==> src/rtl/mcp_pkg.sv <==
// shared widths, types and constants of the MCP-1611 data path model
package mcp_pkg;

   localparam int DATA_W = 8;              // register and ALU port width
   localparam int WORD_W = 16;             // microinstruction and AD bus width
   localparam int SEL_W  = 4;              // register selector field
   localparam int BANK_W = 3;              // width of G
   localparam int IDX_W  = 5;              // physical register index

   typedef logic [DATA_W-1:0] byte_t;
   typedef logic [WORD_W-1:0] word_t;
   typedef logic [SEL_W-1:0]  reg_sel_t;
   typedef logic [BANK_W-1:0] bank_t;
   typedef logic [IDX_W-1:0]  reg_idx_t;

   // explicit function code in place of the decoded microinstruction
   typedef enum logic [3:0] {
      FN_NOP   = 4'd0,
      FN_ADD   = 4'd1,
      FN_ADC   = 4'd2,
      FN_SUB   = 4'd3,
      FN_AND   = 4'd4,
      FN_OR    = 4'd5,
      FN_XOR   = 4'd6,
      FN_MOVB  = 4'd7,
      FN_SHR   = 4'd8,
      FN_LDG   = 4'd9,
      FN_LDPSW = 4'd10,
      FN_OUT   = 4'd11
   } alu_fn_t;

   localparam int NUM_REGS     = 26;       // general registers
   localparam int BANKED_SELS  = 2;        // selectors 0 and 1 follow G
   localparam int REG_MAP_BASE = 27;       // other selectors map to base - sel

   localparam int PSW_C = 0;               // carry
   localparam int PSW_V = 1;               // overflow
   localparam int PSW_Z = 2;               // zero
   localparam int PSW_N = 3;               // negative

   localparam int MI_BREG_BIT = 15;        // port B from register B when set

endpackage

==> src/rtl/mcp_alu_if.sv <==
// ALU operand, function and flag bundle shared by control, ALU and status word
`timescale 1ns/1ps

interface mcp_alu_if;

   mcp_pkg::byte_t   fa;                   // port A
   mcp_pkg::byte_t   fb;                   // port B
   mcp_pkg::alu_fn_t fn;
   logic             go;                   // operation accepted this cycle
   logic             cin;                  // stored carry
   mcp_pkg::byte_t   result;
   logic             c;
   logic             v;
   logic             z;
   logic             n;

   modport ctrl (output fa, fb, fn, go, input result);

   modport alu (input fa, fb, fn, cin, output result, c, v, z, n);

   modport psw (input fn, go, c, v, z, n, output cin);

endinterface

==> src/rtl/mcp_rf_if.sv <==
// register file access bundle between the control block and the register file
`timescale 1ns/1ps

interface mcp_rf_if;

   mcp_pkg::reg_sel_t sel_a;               // selector of port A, also write target
   mcp_pkg::reg_sel_t sel_b;               // selector of port B
   mcp_pkg::byte_t    ra;                  // port A read data
   mcp_pkg::byte_t    rb;                  // port B read data
   logic              we;                  // write wdata to port A register
   mcp_pkg::byte_t    wdata;
   logic              g_we;                // load G from ra

   modport ctrl
   (
      output sel_a, sel_b, we, wdata, g_we,
      input  ra, rb
   );

   modport rf
   (
      input  sel_a, sel_b, we, wdata, g_we,
      output ra, rb
   );

endinterface

==> src/rtl/mcp_alu.sv <==
// 8-bit ALU built from OR/AND subfunction tables and a ripple carry chain
`timescale 1ns/1ps

module mcp_alu
(
   mcp_alu_if.alu a
);

   logic [3:0]                  or_tab;    // OR subfunction, indexed by {fa, fb}
   logic [3:0]                  and_tab;   // AND subfunction, indexed by {fa, fb}
   logic                        ci;        // carry into bit 0
   logic                        shift;
   logic                        arith;
   logic                        borrow;    // carry out means no borrow
   mcp_pkg::byte_t              ax;
   mcp_pkg::byte_t              ay;
   mcp_pkg::byte_t              sum;
   mcp_pkg::byte_t              res;
   logic [mcp_pkg::DATA_W:0]    cc;        // carry chain, cc[0] is the carry-in

   always_comb
   begin
      or_tab  = 4'b0000;
      and_tab = 4'b0000;
      ci      = 1'b0;
      shift   = 1'b0;
      arith   = 1'b0;
      borrow  = 1'b0;
      case (a.fn)
         mcp_pkg::FN_ADD:
         begin
            or_tab  = 4'b0110;             // half sum
            and_tab = 4'b1000;             // generate
            arith   = 1'b1;
         end
         mcp_pkg::FN_ADC:
         begin
            or_tab  = 4'b0110;
            and_tab = 4'b1000;
            ci      = a.cin;
            arith   = 1'b1;
         end
         mcp_pkg::FN_SUB:
         begin
            or_tab  = 4'b1001;             // a xnor b, i.e. a + ~b
            and_tab = 4'b0100;
            ci      = 1'b1;
            arith   = 1'b1;
            borrow  = 1'b1;
         end
         mcp_pkg::FN_AND:  or_tab = 4'b1000;
         mcp_pkg::FN_OR:   or_tab = 4'b1110;
         mcp_pkg::FN_XOR:  or_tab = 4'b0110;
         mcp_pkg::FN_MOVB: or_tab = 4'b1010;
         mcp_pkg::FN_SHR:
         begin
            or_tab = 4'b1100;              // pass A, shifted below
            shift  = 1'b1;
         end
         default: ;
      endcase
   end

   always_comb
   begin
      cc[0] = ci;
      for (int i = 0; i < mcp_pkg::DATA_W; i++)
      begin
         ax[i]    = or_tab[{a.fa[i], a.fb[i]}];
         ay[i]    = and_tab[{a.fa[i], a.fb[i]}];
         sum[i]   = ax[i] ^ cc[i];
         cc[i+1]  = ay[i] | (ax[i] & cc[i]);
      end
   end

   assign res = shift ? {a.cin, sum[mcp_pkg::DATA_W-1:1]} : sum;   // old C into bit 7

   assign a.result = res;
   assign a.n      = res[mcp_pkg::DATA_W-1];
   assign a.z      = (res == '0);
   assign a.v      = arith & (cc[mcp_pkg::DATA_W] ^ cc[mcp_pkg::DATA_W-1]);
   assign a.c      = shift ? a.fa[0] : (cc[mcp_pkg::DATA_W] ^ borrow);

endmodule

==> src/rtl/mcp_data_chip.sv <==
// data chip top level, joins register file, ALU, status word and control
`timescale 1ns/1ps

module mcp_data_chip
(
   input  logic             clk,
   input  logic             reset,
   input  mcp_pkg::word_t   mi,
   input  mcp_pkg::alu_fn_t fn,
   input  logic             valid,
   input  logic             wi,
   output mcp_pkg::word_t   ad,
   output logic             ad_stb,
   output mcp_pkg::byte_t   psw
);

   mcp_pkg::byte_t fb;                     // port B, also the PSW load value

   mcp_rf_if  rf_bus ();
   mcp_alu_if alu_bus ();

   mcp_regfile regfile0
   (
      .clk     (clk),
      .reset   (reset),
      .rf      (rf_bus)
   );

   mcp_alu alu0
   (
      .a       (alu_bus)
   );

   mcp_psw psw0
   (
      .clk      (clk),
      .reset    (reset),
      .a        (alu_bus),
      .ld_value (fb),
      .psw      (psw)
   );

   mcp_mir_ctrl ctrl0
   (
      .clk     (clk),
      .reset   (reset),
      .mi      (mi),
      .fn      (fn),
      .valid   (valid),
      .wi      (wi),
      .rf      (rf_bus),
      .a       (alu_bus),
      .fb      (fb),
      .ad      (ad),
      .ad_stb  (ad_stb)
   );

endmodule

==> src/rtl/mcp_mir_ctrl.sv <==
// microinstruction field decode, port B select, write strobes and AD output latch
`timescale 1ns/1ps

module mcp_mir_ctrl
(
   input  logic             clk,
   input  logic             reset,
   input  mcp_pkg::word_t   mi,
   input  mcp_pkg::alu_fn_t fn,
   input  logic             valid,
   input  logic             wi,            // wait, holds everything
   mcp_rf_if.ctrl           rf,
   mcp_alu_if.ctrl          a,
   output mcp_pkg::byte_t   fb,
   output mcp_pkg::word_t   ad,
   output logic             ad_stb
);

   logic go;
   logic wr_result;                        // function writes register A

   assign go = valid & ~wi;

   always_comb
   begin
      case (fn)
         mcp_pkg::FN_ADD, mcp_pkg::FN_ADC, mcp_pkg::FN_SUB, mcp_pkg::FN_AND,
         mcp_pkg::FN_OR, mcp_pkg::FN_XOR, mcp_pkg::FN_MOVB, mcp_pkg::FN_SHR:
            wr_result = 1'b1;
         default:
            wr_result = 1'b0;
      endcase
   end

   // field split of the microinstruction
   assign rf.sel_a = mi[3:0];
   assign rf.sel_b = mi[7:4];

   assign fb = mi[mcp_pkg::MI_BREG_BIT] ? rf.rb : mi[11:4];   // register or immediate

   assign a.fa = rf.ra;
   assign a.fb = fb;
   assign a.fn = fn;
   assign a.go = go;

   assign rf.wdata = a.result;
   assign rf.we    = go & wr_result;
   assign rf.g_we  = go & (fn == mcp_pkg::FN_LDG);

   always_ff @(posedge clk)
   begin
      if (reset)
      begin
         ad     <= '0;
         ad_stb <= 1'b0;
      end
      else
      begin
         ad_stb <= go & (fn == mcp_pkg::FN_OUT);      // one cycle pulse
         if (go && fn == mcp_pkg::FN_OUT)
            ad <= {fb, rf.ra};                        // held until the next FN_OUT
      end
   end

endmodule

==> src/rtl/mcp_psw.sv <==
// processor status word with per-function flag update and direct load
`timescale 1ns/1ps

module mcp_psw
(
   input  logic           clk,
   input  logic           reset,
   mcp_alu_if.psw         a,
   input  mcp_pkg::byte_t ld_value,
   output mcp_pkg::byte_t psw
);

   logic upd_c;                            // carry producing functions
   logic upd_vzn;                          // all result functions

   always_comb
   begin
      upd_c   = 1'b0;
      upd_vzn = 1'b0;
      case (a.fn)
         mcp_pkg::FN_ADD, mcp_pkg::FN_ADC, mcp_pkg::FN_SUB, mcp_pkg::FN_SHR:
         begin
            upd_c   = 1'b1;
            upd_vzn = 1'b1;
         end
         mcp_pkg::FN_AND, mcp_pkg::FN_OR, mcp_pkg::FN_XOR, mcp_pkg::FN_MOVB:
            upd_vzn = 1'b1;                // C is kept
         default: ;
      endcase
   end

   always_ff @(posedge clk)
   begin
      if (reset)
         psw <= '0;
      else if (a.go)
      begin
         if (a.fn == mcp_pkg::FN_LDPSW)
            psw <= ld_value;               // whole byte from port B
         if (upd_c)
            psw[mcp_pkg::PSW_C] <= a.c;
         if (upd_vzn)
         begin
            psw[mcp_pkg::PSW_V] <= a.v;
            psw[mcp_pkg::PSW_Z] <= a.z;
            psw[mcp_pkg::PSW_N] <= a.n;
         end
      end
   end

   assign a.cin = psw[mcp_pkg::PSW_C];

endmodule

==> src/rtl/mcp_regfile.sv <==
// 26x8 register file with two read ports, one write port and bank register G
`timescale 1ns/1ps

module mcp_regfile
(
   input  logic clk,
   input  logic reset,
   mcp_rf_if.rf rf
);

   mcp_pkg::byte_t    regs [mcp_pkg::NUM_REGS];
   mcp_pkg::bank_t    g;                   // bank for selectors 0 and 1
   mcp_pkg::reg_idx_t idx_a;
   mcp_pkg::reg_idx_t idx_b;

   // selectors 0/1 pick a pair by G, the rest count down from the top
   function automatic mcp_pkg::reg_idx_t map_sel
   (
      mcp_pkg::reg_sel_t s,
      mcp_pkg::bank_t    bank
   );
      mcp_pkg::reg_idx_t idx;
      if (s < mcp_pkg::reg_sel_t'(mcp_pkg::BANKED_SELS))
      begin
         idx = mcp_pkg::reg_idx_t'({bank, 1'b0}) + mcp_pkg::reg_idx_t'(s);
      end
      else
      begin
         idx = mcp_pkg::reg_idx_t'(mcp_pkg::REG_MAP_BASE) - mcp_pkg::reg_idx_t'(s);
      end
      return idx;
   endfunction

   assign idx_a = map_sel(rf.sel_a, g);
   assign idx_b = map_sel(rf.sel_b, g);

   assign rf.ra = regs[idx_a];             // combinational reads
   assign rf.rb = regs[idx_b];

   always_ff @(posedge clk)
   begin
      if (rf.we)
         regs[idx_a] <= rf.wdata;          // result goes back through port A
   end

   always_ff @(posedge clk)
   begin
      if (reset)
         g <= '0;
      else if (rf.g_we)
         g <= rf.ra[mcp_pkg::BANK_W-1:0];
   end

endmodule

==> config.mk <==
export PLATFORM = sky130hd
export DESIGN_NAME = mcp_data_chip
export DESIGN_NICKNAME = d
export VERILOG_FILES = /design/src/rtl/mcp_pkg.sv /design/src/rtl/mcp_alu_if.sv /design/src/rtl/mcp_rf_if.sv /design/src/rtl/mcp_alu.sv /design/src/rtl/mcp_data_chip.sv /design/src/rtl/mcp_mir_ctrl.sv /design/src/rtl/mcp_psw.sv /design/src/rtl/mcp_regfile.sv
export SDC_FILE = /design/constraint.sdc
export NUM_CORES = 1
export LEC_CHECK = 0
export ABC_AREA = 1
export BUFFER_PORTS_ARGS = -buffer_cell sky130_fd_sc_hd__buf_2
export CORE_MARGIN = 5
export CORE_UTILIZATION = 65
export CTS_CLUSTER_DIAMETER = 30
export DETAILED_ROUTE_END_ITERATION = 10
export MAX_ROUTING_LAYER = met4
export PLACE_DENSITY = 0.83
export SETUP_SLACK_MARGIN = 0.5
export SYNTH_ARGS = -nofsm -noshare
export SYNTH_HDL_FRONTEND = slang
export SYNTH_SLANG_ARGS = --single-unit
==> constraint.sdc <==
create_clock -name clk -period 15.3 [get_ports clk]
set_input_delay 0.765 -clock clk [delete_from_list [all_inputs] [get_ports clk]]
set_output_delay 0.765 -clock clk [all_outputs]
set_load 0.02 [all_outputs]
# After elaboration in Yosys (flattened, before gate mapping)
# Memories as Yosys holds them, arrays and structs flattened.
# Cells that the tools add are included.
[word_totals] mem_count=2 register_bits=28 ramBits=208 mem_bits_ro=16
[op_classes] n_eq_ne=11 n_lt_le_gt_ge=10 n_bitwise=32 add_sub_neg=4 mux=50 n_reduce_logical=12
[memory_table] memory="regfile0.regs" words=26 word_bits=8 rd=2 rd_ports_with_merged_regs=0 wr=1 line="mcp_regfile.sv:11" rtl="mcp_pkg::byte_t regs [mcp_pkg::NUM_REGS];"
[memory_table] memory="(no name shown)" words=16 word_bits=1 rd=1 rd_ports_with_merged_regs=0 wr=0 line="mcp_mir_ctrl.sv:26" rtl="case (fn)"
[op_table] op="$bmux W1 S2" n=16
[op_table] op="$mux W1" n=25
[op_table] op="$lt A2 B3 Y1 const B" n=8
[op_table] op="$pmux W4 S6" n=1
[op_table] op="$eq A4 B3 Y1 const B" n=4
[op_table] op="$eq A4 B4 Y1 const B" n=4
[op_table] op="$mux W8" n=2
[op_table] op="$and A1 B1 Y1" n=13
[op_table] op="$add A4 B4 Y5" n=2
[op_table] op="$mux W5" n=2
[op_table] op="$sub A5 B4 Y5 const A" n=2
[op_table] op="$xor A1 B1 Y1" n=10
[op_table] op="$eq A4 B2 Y1 const B" n=2
[op_table] op="$logic_not A8 Y1" n=1
[op_table] op="$lt A4 B2 Y1 const B" n=2
[op_table] op="$or A1 B1 Y1" n=8
[op_table] op="$pmux W4 S2" n=1
[op_table] op="$reduce_or A8 Y1" n=1
[op_table] op="$reduce_and A2 Y1" n=3
[op_table] op="$reduce_or A3 Y1" n=2
[op_table] op="$eq A4 B1 Y1 const B" n=1
[op_table] op="$mux W4" n=1
[op_table] op="$reduce_bool A2 Y1" n=2
[op_table] op="$reduce_or A4 Y1" n=1
[op_table] op="other kinds (5)" n=5

# Logic depth before layout (Yosys ltp)
# An unclocked memory read counts as a cell.
[logic_depth] word_depth=25 depth_mapped=42 mapped_depth_nobuf=41

# Cells and area by module
# A second synthesis with hierarchy kept.
[unflattened] cells_unflattened=1838 area_unflattened_um2=14043.5
[modules_own_cells] mod="mcp_regfile" n_inst=1 cells_per_inst=1413 area_each_um2=11532.3
[modules_own_cells] mod="mcp_mir_ctrl" n_inst=1 cells_per_inst=196 area_each_um2=1239.9
[modules_own_cells] mod="mcp_alu" n_inst=1 cells_per_inst=154 area_each_um2=782.0
[modules_own_cells] mod="mcp_psw" n_inst=1 cells_per_inst=75 area_each_um2=489.2

# Worst setup path after synthesis
# Ideal clock, no wire load.
[synth_timing] kind="input to register" from="in mi[5]" to="reg psw0.psw[2]" cell_stages=33 setup_time_ns=0.074 slack_ns=8.929 t_required_ns=15.226 t_arrival_ns=6.297 cell_sequence="ha_1 > fa_1 > inv_1 > o21ai_2 > clkbuf_1 > nand3_1 > nand3_1 > nand3_1 > nand3_1 > nand2_2 > o21ai_0 > a21oi_1 > ha_1 > a31o_2 > ha_1 > o21bai_1 > ha_1 > o21bai_1 > ha_1 > o21bai_1 > ha_1 > o21bai_1 > ha_1 > o21bai_2 > ha_1 > inv_1 > nand2_2 > ha_1 > nand2_1 > o21ai_0 > nor2_1 > nand3_1 > a31oi_1"
[synth_via] elab_chain_cells=24
[synth_rtl] item="start: declaration" line="mcp_data_chip.sv:8" rtl="input mcp_pkg::word_t mi,"
[synth_rtl] item="$sub A5 B4 Y5 (tied with other cells)" line="mcp_regfile.sv:29" rtl="idx = mcp_pkg::reg_idx_t'(mcp_pkg::REG_MAP_BASE) - mcp_pkg::reg_idx_t'(s);"
[synth_rtl] item="$mux W5" line="mcp_regfile.sv:23" rtl="if (s < mcp_pkg::reg_sel_t'(mcp_pkg::BANKED_SELS))"
[synth_rtl] item="$mem_v2 Z26 W8"
[synth_rtl] item="$mux W8 *" line="mcp_mir_ctrl.sv:39" rtl="assign fb = mi[mcp_pkg::MI_BREG_BIT] ? rf.rb : mi[11:4];"
[synth_rtl] item="$bmux W1 S2" line="mcp_alu.sv:69" rtl="ax[i] = or_tab[{a.fa[i], a.fb[i]}];"
[synth_rtl] item="$mux W1 (implied by the code)" line="mcp_alu.sv:69"
[synth_rtl] item="$and A1 B1 Y1" line="mcp_alu.sv:72" rtl="cc[i+1] = ay[i] | (ax[i] & cc[i]);"
[synth_rtl] item="$or A1 B1 Y1" line="mcp_alu.sv:72"
[synth_rtl] item="(+9 left out)"
[synth_rtl] item="$or A1 B1 Y1" line="mcp_alu.sv:72"
[synth_rtl] item="$and A1 B1 Y1" line="mcp_alu.sv:72"
[synth_rtl] item="$or A1 B1 Y1" line="mcp_alu.sv:72"
[synth_rtl] item="$xor A1 B1 Y1 *" line="mcp_alu.sv:71" rtl="sum[i] = ax[i] ^ cc[i];"
[synth_rtl] item="$mux W8 *" line="mcp_alu.sv:76" rtl="assign res = shift ? {a.cin, sum[mcp_pkg::DATA_W-1:1]} : sum;"
[synth_rtl] item="net alu0.a.n" line="mcp_alu_if.sv:19" rtl="modport alu (input fa, fb, fn, cin, output result, c, v, z, n);"
[synth_rtl] item="$logic_not A8 Y1 *" line="mcp_alu.sv:80" rtl="assign a.z = (res == '0);"
[synth_rtl] item="$mux W3 *" line="mcp_psw.sv:42" rtl="if (upd_vzn)"
[synth_rtl] item="end signal: indexed assignment" line="mcp_psw.sv:41" rtl="psw[mcp_pkg::PSW_C] <= a.c;"
[synth_rtl] item="end signal: indexed assignment" line="mcp_psw.sv:44" rtl="psw[mcp_pkg::PSW_V] <= a.v;"
[synth_rtl] item="end signal: indexed assignment" line="mcp_psw.sv:45" rtl="psw[mcp_pkg::PSW_Z] <= a.z;"
[synth_rtl] item="end: declaration" line="mcp_psw.sv:10" rtl="output mcp_pkg::byte_t psw"
# Mark *: on every way through the listed nets, which the timed path passes. The rest lies on a longest branch. The select of a mux whose other input is x is not followed.
# A chain may end at the register's enable or synchronous reset.

# Worst setup path after layout
[layout_timing] from="in mi[2]" to="reg psw0.psw[2]"
[layout_via] elab_chain_cells=23
[layout_rtl] item="$sub A5 B4 Y5 (tied with other cells)" line="mcp_regfile.sv:29"
[layout_rtl] item="$mux W5 *" line="mcp_regfile.sv:23"
[layout_rtl] item="$mem_v2 Z26 W8 *"
[layout_rtl] item="$bmux W1 S2" line="mcp_alu.sv:69"
[layout_rtl] item="$mux W1 (implied by the code)" line="mcp_alu.sv:69"
[layout_rtl] item="$and A1 B1 Y1" line="mcp_alu.sv:72"
[layout_rtl] item="$or A1 B1 Y1" line="mcp_alu.sv:72"
[layout_rtl] item="$and A1 B1 Y1" line="mcp_alu.sv:72"
[layout_rtl] item="(+8 left out)"
[layout_rtl] item="$or A1 B1 Y1" line="mcp_alu.sv:72"
[layout_rtl] item="$and A1 B1 Y1" line="mcp_alu.sv:72"
[layout_rtl] item="$or A1 B1 Y1" line="mcp_alu.sv:72"
[layout_rtl] item="$xor A1 B1 Y1" line="mcp_alu.sv:71"
[layout_rtl] item="$mux W8 *" line="mcp_alu.sv:76"
[layout_rtl] item="net alu0.a.result[6]" line="mcp_alu_if.sv:19"
[layout_rtl] item="$logic_not A8 Y1 *" line="mcp_alu.sv:80"
[layout_rtl] item="$mux W3 *" line="mcp_psw.sv:42"
# Marked as above.

==> impl_metrics.yaml <==
synthesis:
  synth_warnings: 0
  yosysTopAreaCellShare: 0.500
  synth-seq-cells: 236
  yosys.area.top_type: "edfxtp_1"
  synth_edf_count: 208
  ys_types: 51
  netlist_area_um2: 12500
  syn_area_per_cell_um2: 9.19
  ys.flop_type: "edfxtp_1"
  ys_seq_area_frac: 0.545
  ys_top_cells_by_area: "edfxtp_1 50%, nand2_1 9.9%, nand3_1 7.7%, dfxtp_1 4.5%, o21ai_0 3.6%"
  async_flop_share: 0
  syn_nets: 1406
  postSynthCellCount: 1360
finish:
  final_area_um2: 14100
  final_core_util: 0.749
  area_growth_pct: 12.9
  drive_above_1_share: 0.141
  diodes: 0
  nets: 1447
floorplanning:
  ioPinCount: 49
  die_area_um2: 22100
  start_util: 0.663
  die_h_um: 149
  core-area_um2: 18800
  num_rows: 50
  die_x_um: 149
hold_path:
  hp-class: "input pin to flip-flop"
  hold_start: "reset"
  min_to: "ctrl0.ad_stb"
  hold_depth: 2
routing:
  wl_per_cell_um: 22.8
  vias: 11142
  drtIter0Drc: 2231
  drt-pass1-iter-count: 8
  drt-total-wl_um: 38600
  viasPerCell: 6.57
  ant_nets: 0
  drc: 0
critical_path:
  worstPathMaxFanout: 27
  crit_buf_inv: 8
  crit_family: "simple AND/OR/NAND/NOR gates"
  rr_worst_depth: 35
  cpMostUsedCell: "ha_1"
  crit_path_max_incr_delay_ns: 0.66
  cp.required_ns: 15.74
  r2r_start: "regfile0.g[0]"
  cp-end-kind: "flip-flop"
  cp.arrival_ns: 8.75
  critPathSlowestCell: "nand2_1"
  reg2reg_to: "psw0.psw[2]"
  r2r_setup_slack_ns: 7.27
  startpoint_type: "input pin"
  path_class: "input pin to flip-flop"
sta:
  setup_viol: 0
  worst_pin_slew_ns: 1.31
  clock_skew_ns: 0.0338
  rsz0062_at_grt: "no"
  finalSetupTns_ns: 0
  slew_headroom: 0.124
  drv_slew: 0
  max_freq_mhz: 120
  fin_crit_sh: 0.543
  hold_violations: 0
  fin_crit_ns: 8.31
  fin_ws_ns: 6.99
placement:
  gp_congestion: 0.998
  port_buffers: 45
  place_area_um2: 12700
  pre_cts_slack_ns: 6.88
  dp_hpwl_um: 23800
global_route:
  grt_pass1_vias: 10468
  grt_pass1_wl_um: 58700
  grt.busiest_layer: "met2"
  grt_max_degree: 71
  grt-ovfl-total: 0
  grtUsageMet3: 0.0972
  use_met2: 0.521
  antenna_found_initial: 0
  gr-usage-all-layers: 0.357
  grtUsageMet1: 0.474
clock_tree:
  cts_tree: "done"
  cts.path.max_buffers: 3
  cts_buffers: 44
  cts_root_buffer: "clkbuf_16"
  cts_setup_buffers: 0
  h-tree-depth: 2
  clk_latency_ns: 0.54
  cts-hold-fix-buffers: 0
  cts.reportedPaths.clkPinSlew_ns: 0.05
  cts_resized: 0
  cts.sinks: 236
power_and_ir_drop:
  p_leak_nw: 5.58
  p_per_area_nw_per_um2: 148
  vdd_drop_max_mv: 0.145
status:
  outcome: "complete, no violations"
flow_run:
  cap_violations: 0
[metal layers]
layer | up-vias | part of all wire
met4 | 0 | 0.049
met3 | 181 | 0.15
met5 | - | 0
met2 | 977 | 0.45
li1 | 4873 | -
met1 | 5111 | 0.36
[cells in the mapped netlist (3+ instances only)]
cell type / count
a21oi_1: 37
and3_1: 3
buf_2: 21
buf_4: 21
buf_6: 16
clkbuf_1: 6
dfxtp_1: 28
edfxtp_1: 208
ha_1: 20
inv_1: 81
inv_2: 10
nand2_1: 330
nand2_2: 12
nand2_4: 5
nand3_1: 192
nand4_1: 4
nor2_1: 107
nor3_1: 3
nor3_2: 3
o211ai_1: 14
o21ai_0: 90
o21ai_1: 17
o21ai_2: 7
o21bai_1: 4
o22ai_1: 71
or2_2: 14
[cells by family after synthesis]
logic type               share of synthesized area
flip-flops                                   0.545
XOR/XNOR                                   0.00140
AO/OA/AOI/OAI                                0.123
buffers and inverters                       0.0667
adder cells (fa/ha/maj)                     0.0232
AND/OR/NAND/NOR                              0.240
[placed cells by master (no fill, tap or decap), types with 3 or more instances in the layout]
| master | synthesis | routed |
|---|---|---|
| nand2_2 | 12 | 13 |
| inv_6 | 1 | 6 |
| nor2_1 | 107 | 107 |
| o21ai_2 | 7 | 11 |
| nand4_1 | 4 | 4 |
| a21oi_1 | 37 | 37 |
| nor3_2 | 3 | 3 |
| nor3_1 | 3 | 3 |
| nand3_1 | 192 | 192 |
| o22ai_1 | 71 | 71 |
| or2_2 | 14 | 14 |
| inv_1 | 81 | 81 |
| and3_1 | 3 | 3 |
| o21ai_1 | 17 | 17 |
| o211ai_1 | 14 | 14 |
| nand2_4 | 5 | 5 |
| buf_2 | 21 | 45 |
| clkbuf_1 | 6 | 4 |
| clkinv_1 | 2 | 9 |
| ha_1 | 20 | 20 |
| edfxtp_1 | 208 | 208 |
| clkbuf_16 | 0 | 46 |
| buf_4 | 21 | 14 |
| nand2_1 | 330 | 329 |
| o21bai_1 | 4 | 4 |
| clkinv_2 | 2 | 10 |
| clkinvlp_4 | 0 | 5 |
| dfxtp_1 | 28 | 28 |
| inv_2 | 10 | 10 |
| o21ai_0 | 90 | 85 |
[state kept, by name (all words and copies together), names as in the netlist]
name           flops
psw0.psw           8
regfile0.g         3
ctrl0.ad          16
regfile0.regs    208
ctrl0.ad_stb       1
[area by class of cell]
| class | instances | area (um^2) |
|---|---|---|
| Timing Repair Buffer | 59 | 330 |
| Fill cell | 1301 | 4720 |
| Sequential cell | 236 | 6810 |
| Clock buffer | 50 | 1170 |
| Tap cell | 260 | 325 |
| Multi-Input combinational cell | 964 | 4880 |
| Inverter | 96 | 368 |
| Clock inverter | 30 | 231 |
[worst max-delay path by stage]
stage | endpoint | startpoint | cells after the start
2_1_floorplan | psw0.psw[2] | mi[5] | 33
3_3_place_gp | psw0.psw[2] | mi[2] | 41
3_5_place_dp | psw0.psw[2] | mi[2] | 41
4_1_cts | psw0.psw[2] | mi[2] | 41
5_1_grt | psw0.psw[2] | mi[2] | 41
6_report | psw0.psw[2] | mi[2] | 41
[through the flow]
step | total power, mW | hold slack (ns) | cells
2_1_floorplan | 1.04 | 0.533 | 1360
3_3_place_gp | 1.16 | 0.453 | 1615
3_5_place_dp | 1.17 | 0.470 | 1615
4_1_cts | 2.06 | 0.476 | 1695
5_1_grt | 2.14 | 0.493 | 1695
6_report | 2.08 | 0.480 | 1695
[report_power, final]
group,switching (mW),internal [mW]
clock,0.326,0.581
sequential,0.00199,0.799
combinational,0.296,0.0802
total,0.624,1.46
(Power assumes the default switching activity.)
